[src/source/audio_pkg.sv]
// Shared definitions for the audio post-processing chain
// Sample widths and types, filter coefficient sets,
// AXI4-Lite request and response structs, control register layout
// and the 16-bit saturation helper used by the filters

package audio_pkg;

	//////////////////////////////
	// Widths
	localparam int DAC_W       = 8;
	localparam int PCM_W       = 16;
	localparam int COEF_W      = 22;
	localparam int COEF_SCALE  = 15;
	// Five 38-bit products summed, plus headroom
	localparam int ACC_W       = 42;
	localparam int SAT_IN_W    = ACC_W - COEF_SCALE;
	localparam int BOXCAR_LOG2 = 8;
	localparam int BOX_ACC_W   = DAC_W + BOXCAR_LOG2;
	localparam int AXIL_ADDR_W = 8;
	localparam int AXIL_DATA_W = 32;

	typedef logic        [DAC_W-1:0]  dac_sample_t;
	typedef logic        [PCM_W-1:0]  pcm_t;
	typedef logic signed [PCM_W-1:0]  spcm_t;
	typedef logic        [PCM_W-1:0]  audio_out_t;
	typedef logic signed [COEF_W-1:0] coef_t;

	localparam pcm_t PCM_MID = 16'h8000;
	// Half an LSB of the result, for round-to-nearest
	localparam logic signed [ACC_W-1:0] ACC_ROUND = ACC_W'(1) << (COEF_SCALE - 1);

	localparam int SPEECH_GAIN_SHIFT = 2;
	localparam int MIX_SHIFT         = 3;

	//////////////////////////////
	// Filter coefficients, scaled by 2^COEF_SCALE
	typedef struct packed {
		coef_t a2;
		coef_t a3;
		coef_t b1;
		coef_t b2;
		coef_t b3;
	} biquad_coef_t;

	// Low-pass near 3.5 kHz, Q about 0.69
	localparam biquad_coef_t SPEECH_STAGE1 = '{
		a2: -22'sd44251, a3: 22'sd16754, b1: 22'sd1318, b2: 22'sd2636, b3: 22'sd1318};
	// Low-pass near 3.3 kHz, Q about 0.70
	localparam biquad_coef_t SPEECH_STAGE2 = '{
		a2: -22'sd45163, a3: 22'sd17301, b1: 22'sd1226, b2: 22'sd2453, b3: 22'sd1226};

	// First-order smoothing, roughly 12 kHz corner
	localparam coef_t DAC_IIR_A2 = 22'sd613;
	localparam coef_t DAC_IIR_B1 = 22'sd16691;
	localparam coef_t DAC_IIR_B2 = 22'sd16690;

	//////////////////////////////
	// AXI4-Lite and control register
	typedef struct packed {
		logic                   awvalid;
		logic [AXIL_ADDR_W-1:0] awaddr;
		logic                   wvalid;
		logic [AXIL_DATA_W-1:0] wdata;
		logic [3:0]             wstrb;
		logic                   bready;
		logic                   arvalid;
		logic [AXIL_ADDR_W-1:0] araddr;
		logic                   rready;
	} axil_req_t;

	typedef struct packed {
		logic                   awready;
		logic                   wready;
		logic                   bvalid;
		logic [1:0]             bresp;
		logic                   arready;
		logic                   rvalid;
		logic [AXIL_DATA_W-1:0] rdata;
		logic [1:0]             rresp;
	} axil_rsp_t;

	localparam logic [AXIL_ADDR_W-1:0] REG_CTRL_ADDR = 8'h00;
	localparam logic [1:0]             AXI_RESP_OKAY = 2'b00;

	typedef struct packed {
		logic speech_filter_en;
	} ctrl_t;

	// Clamp a wide signed value into the 16-bit signed range
	function automatic spcm_t sat_spcm(input logic signed [SAT_IN_W-1:0] v);
		if (v > 32767)
			return 16'sh7FFF;
		else if (v < -32768)
			return 16'sh8000;
		else
			return v[PCM_W-1:0];
	endfunction

endpackage

[src/source/audio_mixer.sv]
// Mono mixer for the DAC and speech paths
// 17-bit sum scaled down to the output word, registered on dac_valid

`timescale 1ns/1ps

module audio_mixer (
	input  logic                   clk_sys,
	input  logic                   reset,
	input  logic                   dac_valid,
	input  audio_pkg::pcm_t        dac_pcm,
	input  audio_pkg::pcm_t        speech_pcm,
	output audio_pkg::audio_out_t  audio_out,
	output logic                   audio_valid
);
	import audio_pkg::*;

	logic [PCM_W:0] mix_sum;

	// Carry kept so the sum never wraps
	assign mix_sum = {1'b0, dac_pcm} + {1'b0, speech_pcm};

	always_ff @(posedge clk_sys) begin
		if (reset) begin
			audio_out   <= '0;
			audio_valid <= 1'b0;
		end else begin
			audio_valid <= dac_valid;
			if (dac_valid)
				audio_out <= audio_out_t'(mix_sum >> MIX_SHIFT);
		end
	end

endmodule

[src/source/audio_regs.sv]
// AXI4-Lite slave for the audio block
// Single-beat write and read channels, always OKAY
// Control register with the speech filter enable

`timescale 1ns/1ps

module audio_regs (
	input  logic                  clk_sys,
	input  logic                  reset,
	input  audio_pkg::axil_req_t  axil_req,
	output audio_pkg::axil_rsp_t  axil_rsp,
	output audio_pkg::ctrl_t      ctrl
);
	import audio_pkg::*;

	logic                   aw_ready;
	logic                   b_valid;
	logic                   ar_ready;
	logic                   r_valid;
	logic [AXIL_DATA_W-1:0] r_data;
	logic                   wr_fire;
	logic                   rd_fire;

	assign wr_fire = aw_ready && axil_req.awvalid && axil_req.wvalid;
	assign rd_fire = ar_ready && axil_req.arvalid;

	//////////////////////////////
	// Write channel
	always_ff @(posedge clk_sys) begin
		if (reset) begin
			aw_ready <= 1'b0;
			b_valid  <= 1'b0;
			ctrl     <= '0;
		end else begin
			// Address and data accepted together, one cycle per transfer
			aw_ready <= axil_req.awvalid && axil_req.wvalid && !b_valid && !aw_ready;
			if (wr_fire) begin
				b_valid <= 1'b1;
				if (axil_req.awaddr == REG_CTRL_ADDR && axil_req.wstrb[0])
					ctrl.speech_filter_en <= axil_req.wdata[0];
			end else if (b_valid && axil_req.bready) begin
				b_valid <= 1'b0;
			end
		end
	end

	//////////////////////////////
	// Read channel
	always_ff @(posedge clk_sys) begin
		if (reset) begin
			ar_ready <= 1'b0;
			r_valid  <= 1'b0;
		end else begin
			ar_ready <= axil_req.arvalid && !r_valid && !ar_ready;
			if (rd_fire)
				r_valid <= 1'b1;
			else if (r_valid && axil_req.rready)
				r_valid <= 1'b0;
		end
	end

	// Unmapped addresses read as zero
	always_ff @(posedge clk_sys) begin
		if (rd_fire)
			r_data <= (axil_req.araddr == REG_CTRL_ADDR) ? AXIL_DATA_W'(ctrl) : '0;
	end

	always_comb begin
		axil_rsp.awready = aw_ready;
		axil_rsp.wready  = aw_ready;
		axil_rsp.bvalid  = b_valid;
		axil_rsp.bresp   = AXI_RESP_OKAY;
		axil_rsp.arready = ar_ready;
		axil_rsp.rvalid  = r_valid;
		axil_rsp.rdata   = r_data;
		axil_rsp.rresp   = AXI_RESP_OKAY;
	end

endmodule

[src/source/audio_top.sv]
// Top level of the audio post-processing block
// AXI4-Lite register block beside the DAC and speech datapath

`timescale 1ns/1ps

module audio_top (
	input  logic                    clk_sys,
	input  logic                    reset,
	input  audio_pkg::dac_sample_t  dac_sample,
	input  audio_pkg::pcm_t         speech_sample,
	input  audio_pkg::axil_req_t    axil_req,
	output audio_pkg::axil_rsp_t    axil_rsp,
	output audio_pkg::audio_out_t   audio_out,
	output logic                    audio_valid
);
	import audio_pkg::*;

	ctrl_t ctrl;
	pcm_t  avg_sample;
	logic  sample_valid;
	pcm_t  dac_pcm;
	logic  dac_valid;
	pcm_t  speech_pcm;

	audio_regs regs0 (
		.clk_sys  (clk_sys),
		.reset    (reset),
		.axil_req (axil_req),
		.axil_rsp (axil_rsp),
		.ctrl     (ctrl)
	);

	//////////////////////////////
	// DAC path
	dac_boxcar boxcar0 (
		.clk_sys      (clk_sys),
		.reset        (reset),
		.dac_sample   (dac_sample),
		.avg_sample   (avg_sample),
		.sample_valid (sample_valid)
	);

	iir_first_order dac_iir0 (
		.clk_sys   (clk_sys),
		.reset     (reset),
		.in_valid  (sample_valid),
		.in_pcm    (avg_sample),
		.out_pcm   (dac_pcm),
		.out_valid (dac_valid)
	);

	//////////////////////////////
	// Speech path and mix
	speech_shaper speech0 (
		.clk_sys       (clk_sys),
		.reset         (reset),
		.sample_valid  (sample_valid),
		.speech_sample (speech_sample),
		.ctrl          (ctrl),
		.speech_pcm    (speech_pcm)
	);

	audio_mixer mixer0 (
		.clk_sys     (clk_sys),
		.reset       (reset),
		.dac_valid   (dac_valid),
		.dac_pcm     (dac_pcm),
		.speech_pcm  (speech_pcm),
		.audio_out   (audio_out),
		.audio_valid (audio_valid)
	);

endmodule

[src/source/dac_boxcar.sv]
// Boxcar averager for the sound-board DAC
// Free-running window counter, sets the chain's sample strobe

`timescale 1ns/1ps

module dac_boxcar (
	input  logic                    clk_sys,
	input  logic                    reset,
	input  audio_pkg::dac_sample_t  dac_sample,
	output audio_pkg::pcm_t         avg_sample,
	output logic                    sample_valid
);
	import audio_pkg::*;

	logic [BOXCAR_LOG2-1:0] win_cnt;
	logic [BOX_ACC_W-1:0]   acc;
	logic [BOX_ACC_W-1:0]   sum_now;
	logic                   win_last;

	// Sum including the sample of the current cycle
	assign sum_now  = acc + BOX_ACC_W'(dac_sample);
	assign win_last = &win_cnt;

	always_ff @(posedge clk_sys) begin
		if (reset) begin
			win_cnt      <= '0;
			acc          <= '0;
			sample_valid <= 1'b0;
		end else begin
			win_cnt      <= win_cnt + 1'b1;
			sample_valid <= win_last;
			acc          <= win_last ? '0 : sum_now;
		end
	end

	// Average lands in the upper byte of the audio word
	always_ff @(posedge clk_sys) begin
		if (win_last)
			avg_sample <= pcm_t'(sum_now[BOX_ACC_W-1 -: DAC_W]) << (PCM_W - DAC_W);
	end

endmodule

[src/source/iir_biquad.sv]
// Second-order IIR low-pass section, direct form I
// Coefficient set chosen by the COEF parameter
// Wide accumulator, saturated before the result is stored

`timescale 1ns/1ps

module iir_biquad #(
	parameter audio_pkg::biquad_coef_t COEF = audio_pkg::SPEECH_STAGE1
) (
	input  logic              clk_sys,
	input  logic              reset,
	input  logic              in_valid,
	input  audio_pkg::spcm_t  in_pcm,
	output audio_pkg::spcm_t  out_pcm,
	output logic              out_valid
);
	import audio_pkg::*;

	// Input and output history
	spcm_t                    x1;
	spcm_t                    x2;
	spcm_t                    y1;
	spcm_t                    y2;
	logic signed [ACC_W-1:0]  acc;
	spcm_t                    y_new;

	always_comb begin
		acc = $signed(COEF.b1) * in_pcm
			+ $signed(COEF.b2) * x1
			+ $signed(COEF.b3) * x2
			- $signed(COEF.a2) * y1
			- $signed(COEF.a3) * y2
			+ ACC_ROUND;
		y_new = sat_spcm(acc[ACC_W-1:COEF_SCALE]);
	end

	always_ff @(posedge clk_sys) begin
		if (reset) begin
			x1        <= '0;
			x2        <= '0;
			y1        <= '0;
			y2        <= '0;
			out_valid <= 1'b0;
		end else begin
			out_valid <= in_valid;
			if (in_valid) begin
				x1 <= in_pcm;
				x2 <= x1;
				y1 <= y_new;
				y2 <= y1;
			end
		end
	end

	// Newest output is the registered result
	assign out_pcm = y1;

endmodule

[src/source/iir_first_order.sv]
// First-order IIR smoothing filter for the DAC path
// y = (b1*x + b2*x[n-1] - a2*y[n-1]) / 2^COEF_SCALE, updated on each input strobe

`timescale 1ns/1ps

module iir_first_order (
	input  logic             clk_sys,
	input  logic             reset,
	input  logic             in_valid,
	input  audio_pkg::pcm_t  in_pcm,
	output audio_pkg::pcm_t  out_pcm,
	output logic             out_valid
);
	import audio_pkg::*;

	spcm_t                    x_in;
	spcm_t                    x1;
	spcm_t                    y1;
	logic signed [ACC_W-1:0]  acc;

	// Signed around midscale
	assign x_in = spcm_t'(in_pcm - PCM_MID);

	always_comb begin
		acc = $signed(DAC_IIR_B1) * x_in
			+ $signed(DAC_IIR_B2) * x1
			- $signed(DAC_IIR_A2) * y1
			+ ACC_ROUND;
	end

	always_ff @(posedge clk_sys) begin
		if (reset) begin
			x1        <= '0;
			y1        <= '0;
			out_valid <= 1'b0;
		end else begin
			out_valid <= in_valid;
			if (in_valid) begin
				x1 <= x_in;
				y1 <= sat_spcm(acc[ACC_W-1:COEF_SCALE]);
			end
		end
	end

	assign out_pcm = pcm_t'(y1) + PCM_MID;

endmodule

[src/source/speech_shaper.sv]
// Speech path shaping
// Two cascaded low-pass biquads, gain of four with saturation,
// and a bypass that passes the raw captured sample

`timescale 1ns/1ps

module speech_shaper (
	input  logic              clk_sys,
	input  logic              reset,
	input  logic              sample_valid,
	input  audio_pkg::pcm_t   speech_sample,
	input  audio_pkg::ctrl_t  ctrl,
	output audio_pkg::pcm_t   speech_pcm
);
	import audio_pkg::*;

	spcm_t                      s_in;
	spcm_t                      s1;
	spcm_t                      s_out;
	logic                       s1_valid;
	logic signed [SAT_IN_W-1:0] s_boosted;
	pcm_t                       filtered_pcm;
	pcm_t                       raw_q;

	assign s_in = spcm_t'(speech_sample - PCM_MID);

	iir_biquad #(.COEF(SPEECH_STAGE1)) stage1 (
		.clk_sys   (clk_sys),
		.reset     (reset),
		.in_valid  (sample_valid),
		.in_pcm    (s_in),
		.out_pcm   (s1),
		.out_valid (s1_valid)
	);

	iir_biquad #(.COEF(SPEECH_STAGE2)) stage2 (
		.clk_sys   (clk_sys),
		.reset     (reset),
		.in_valid  (s1_valid),
		.in_pcm    (s1),
		.out_pcm   (s_out),
		.out_valid ()
	);

	// Gain of four, clamped to 16 bits, then back to unsigned
	assign s_boosted    = SAT_IN_W'(s_out) <<< SPEECH_GAIN_SHIFT;
	assign filtered_pcm = pcm_t'(sat_spcm(s_boosted)) + PCM_MID;

	// Raw sample held for the whole period
	always_ff @(posedge clk_sys) begin
		if (reset)
			raw_q <= PCM_MID;
		else if (sample_valid)
			raw_q <= speech_sample;
	end

	assign speech_pcm = ctrl.speech_filter_en ? filtered_pcm : raw_q;

endmodule

[config.mk]
export PLATFORM = sky130hd
export DESIGN_NAME = audio_top
export DESIGN_NICKNAME = d
export VERILOG_FILES = /design/src/source/audio_pkg.sv /design/src/source/audio_mixer.sv /design/src/source/audio_regs.sv /design/src/source/audio_top.sv /design/src/source/dac_boxcar.sv /design/src/source/iir_biquad.sv /design/src/source/iir_first_order.sv /design/src/source/speech_shaper.sv
export SDC_FILE = /design/constraint.sdc
export NUM_CORES = 2
export LEC_CHECK = 0
export ABC_AREA = 1
export ABC_CLOCK_PERIOD_IN_PS = 14000
export BUFFER_PORTS_ARGS = -buffer_cell sky130_fd_sc_hd__buf_2
export CORE_MARGIN = 5
export CORE_UTILIZATION = 45
export DETAILED_ROUTE_END_ITERATION = 10
export HOLD_SLACK_MARGIN = 0.05
export MAX_ROUTING_LAYER = met4
export PLACE_DENSITY = 0.72
export SKIP_LAST_GASP = 1
export SLEW_MARGIN = 20
export SYNTH_ARGS = -nofsm -noshare
export SYNTH_HDL_FRONTEND = slang
export SYNTH_SLANG_ARGS = --single-unit
[constraint.sdc]
create_clock -name clk_sys -period 14 [get_ports clk_sys]
set_input_delay 2.8 -clock clk_sys [delete_from_list [all_inputs] [get_ports clk_sys]]
set_output_delay 2.8 -clock clk_sys [all_outputs]
set_load 0.03 [all_outputs]
==> run_results.csv <==
group,metric,value,unit
floorplanning,die_h,391,um
status,status,"finished, final reports clean",
timing,hold_viol_final,0,
setup_path,reg2reg_slack,2.35,ns
clock_tree,postCtsSetupRepairBufs,0,
yosys,synth_cell_types,57,
yosys,synthTopCellsByArea,"fa_1 33%, ha_1 26%, inv_1 13%, dfxtp_1 6.1%, nand2_1 3.9%",
power,ir_drop,0.253,mV
global_routing,grtUsageMet2,38.8,%
setup_path,critical_path_class,"in -> reg",
timing,rsz0062_at_grt,"no",
setup_path,cpMostUsedCell,"fa_1",
yosys,syn_area_per_cell,8.65,um^2
setup_path,path_max_fanout,17,
floorplanning,io_pins,141,
detailed_routing,wl,172,mm
detailed_routing,dr.pass1.iters,6,
place,hpwl,149,mm
floorplanning,die_x,391,um
cells_and_area,final_nets,10127,
clock_tree,clk_pin_slew_worst_paths,0.07,ns
yosys,ys_warn_count,0,
clock_tree,cts-root-buf,"clkbuf_16",
hold_path,hp-class,"reg -> reg",
clock_tree,clock_sinks,208,
clock_tree,cts_made_buffers,30,
yosys,netlist_area,65200,um^2
cells_and_area,multi_input_area,52200,um^2
floorplanning,rows,139,
yosys,synth_edf_count,9,
clock_tree,cts_tree,"done",
setup_path,cp.required,14.55,ns
floorplanning,dieArea,153000,um^2
clock_tree,ctsResizeCount,0,
detailed_routing,vias,48706,
setup_path,end_kind,"flop",
floorplanning,start_util,45.3,%
yosys,synth-main-ff-cell,"dfxtp_1",
yosys,synthArstFlopShare,0,%
detailed_routing,avgRoutedWirePerCell,18.1,um
power,p_leak,39.2,nW
detailed_routing,post_drt_via_cell_ratio,5.12,
clock_tree,clock_path_buffers,3,
global_routing,antenna_found_initial,7,
timing,period_share,87.1,%
cells_and_area,areaGrowthSynthToFinish,5.39,%
cells_and_area,final_common_cell,"inv_1",
place,port-buffer-count,69,
timing,slew_headroom,31.9,%
cells_and_area,drive_gt1_share,2.97,%
clock_tree,insertion_delay,0.66,ns
timing,finalClockSkew,0.0325,ns
detailed_routing,drc,0,
power,p_per_area,83.2,nW/um^2
setup_path,start_kind,"primary input",
detailed_routing,detail-route-antenna-nets,0,
cells_and_area,ff_latch_area,4260,um^2
place,post-place-ws,1.31,ns
timing,final.setup.worst_slack,1.80,ns
yosys,synth_cells,7532,
setup_path,cp.arrival,12.75,ns
place,gp_congestion,0.998,
clock_tree,ctsHoldBuffers,0,
cells_and_area,fillers,13578,
global_routing,grt_pass1_wl,277,mm
timing,max_freq,82.0,MHz
yosys,synth_area_leader_cell,"fa_1",
detailed_routing,dr.first_iter.drc_count,3117,
floorplanning,core,144000,um^2
timing,setup_viol,0,
global_routing,grt_overflow,0,
global_routing,grt_max_degree,82,
job,drv_cap,0,
global_routing,grt_use_total,23.6,%
clock_tree,htreeDepth,1,
timing,min_period,12.20,ns
global_routing,gr-usage-met1,29.9,%
global_routing,grt_util_met3,3.56,%
cells_and_area,most-common-layout-cells,"2194 x inv_1, 1378 x ha_1, 1078 x fa_1",
yosys,ys_seq_area_share,6.53,%
timing,worst_pin_slew,1.02,ns
global_routing,gr-max-usage-layer,"met2",
timing,tns,0,ns
yosys,ys_ff_latch,208,
setup_path,cp_slowest_cell,"fa_1",
global_routing,first_global_vias,51718,
timing,final_max_slew_viol_count,0,
yosys,yosys.area.top_type_share,33.1,%
setup_path,worst_path_largest_cell_delay,0.53,ns
layer usage:
layer / vias to the layer above / routed length [um]
li1: 23153 / -
met1: 23928 / 73500
met2: 1315 / 80000
met3: 310 / 11100
met4: 0 / 7380
met5: - / 0
cells by family (layout without fill, tap and decap cells):
| logic type | count (synthesis) | after routing | synth area share (%) |
|---|---|---|---|
| AOI/OAI and AO/OA | 914 | 914 | 7.65 |
| xor gates and xnor gates | 291 | 291 | 3.91 |
| adders and majority gates | 2456 | 2456 | 59.6 |
| buffers and inverters | 2312 | 2356 | 13.6 |
| DFF | 208 | 208 | 6.53 |
| other | 1 | 42 | 0.00575 |
| and+or+nand+nor | 1350 | 1350 | 8.72 |
final cells by class:
class	instances	area share, %
inverters	2200	12.0
flip-flops and latches	208	6.20
well taps	1903	3.47
diodes	5	0.0182
clock inverters	21	0.299
clock buffers	35	1.18
multi-input cells	5048	76.0
repair buffers	100	0.842
path summary, 6_finish.rpt:
kind	from	endpoint	depth (start not counted)
worst min register to register	regs0.ar_ready	regs0.ar_ready	1
worst min-delay path	regs0.ar_ready	regs0.ar_ready	1
worst max-delay path	speech_sample[1]	speech0.stage1.out_pcm[5]	46
worst max register to register	speech0.stage1.y2[15]	speech0.stage1.out_pcm[5]	40
where the power goes:
| group | switching, mW | internal (mW) |
|---|---|---|
| Clock | 0.376 | 0.457 |
| Sequential | 0.00449 | 0.606 |
| Combinational | 2.81 | 1.46 |
synth_stat cells, drive strengths merged (31+ instances only):
library cell,instances
inv,2198
ha,1378
fa,1078
nand2,689
a21oi,439
nor2,379
o21ai,323
dfxtp,199
xor2,170
nand3,144
xnor2,121
buf,59
clkbuf,53
nor3,46
a31oi,32
nand4,31
metrics by stage:
step | utilization, % | power (mW) | hold WS (ns) | cells | instance area, um^2
3_3_place_gp | 47.0 | 4.75 | 0.429 | 9459 | 67700
6_report | 47.8 | 5.72 | 0.442 | 9520 | 68700
2_1_floorplan | - | 3.67 | 0.418 | 7568 | 65300
3_5_place_dp | 47.0 | 4.80 | 0.436 | 9459 | 67700
5_1_grt | 47.8 | 6.24 | 0.474 | 9519 | 68700
4_1_cts | 47.7 | 5.67 | 0.442 | 9515 | 68700
critical path, delay by kind of cell:
family          cells  cell delay [ns]
fa+ha+maj          13             5.77
simple gates       18             2.41
compound gates      5             1.08
buf+inv             9             0.58
xor+xnor            1             0.11
(Power assumes the default switching activity.)
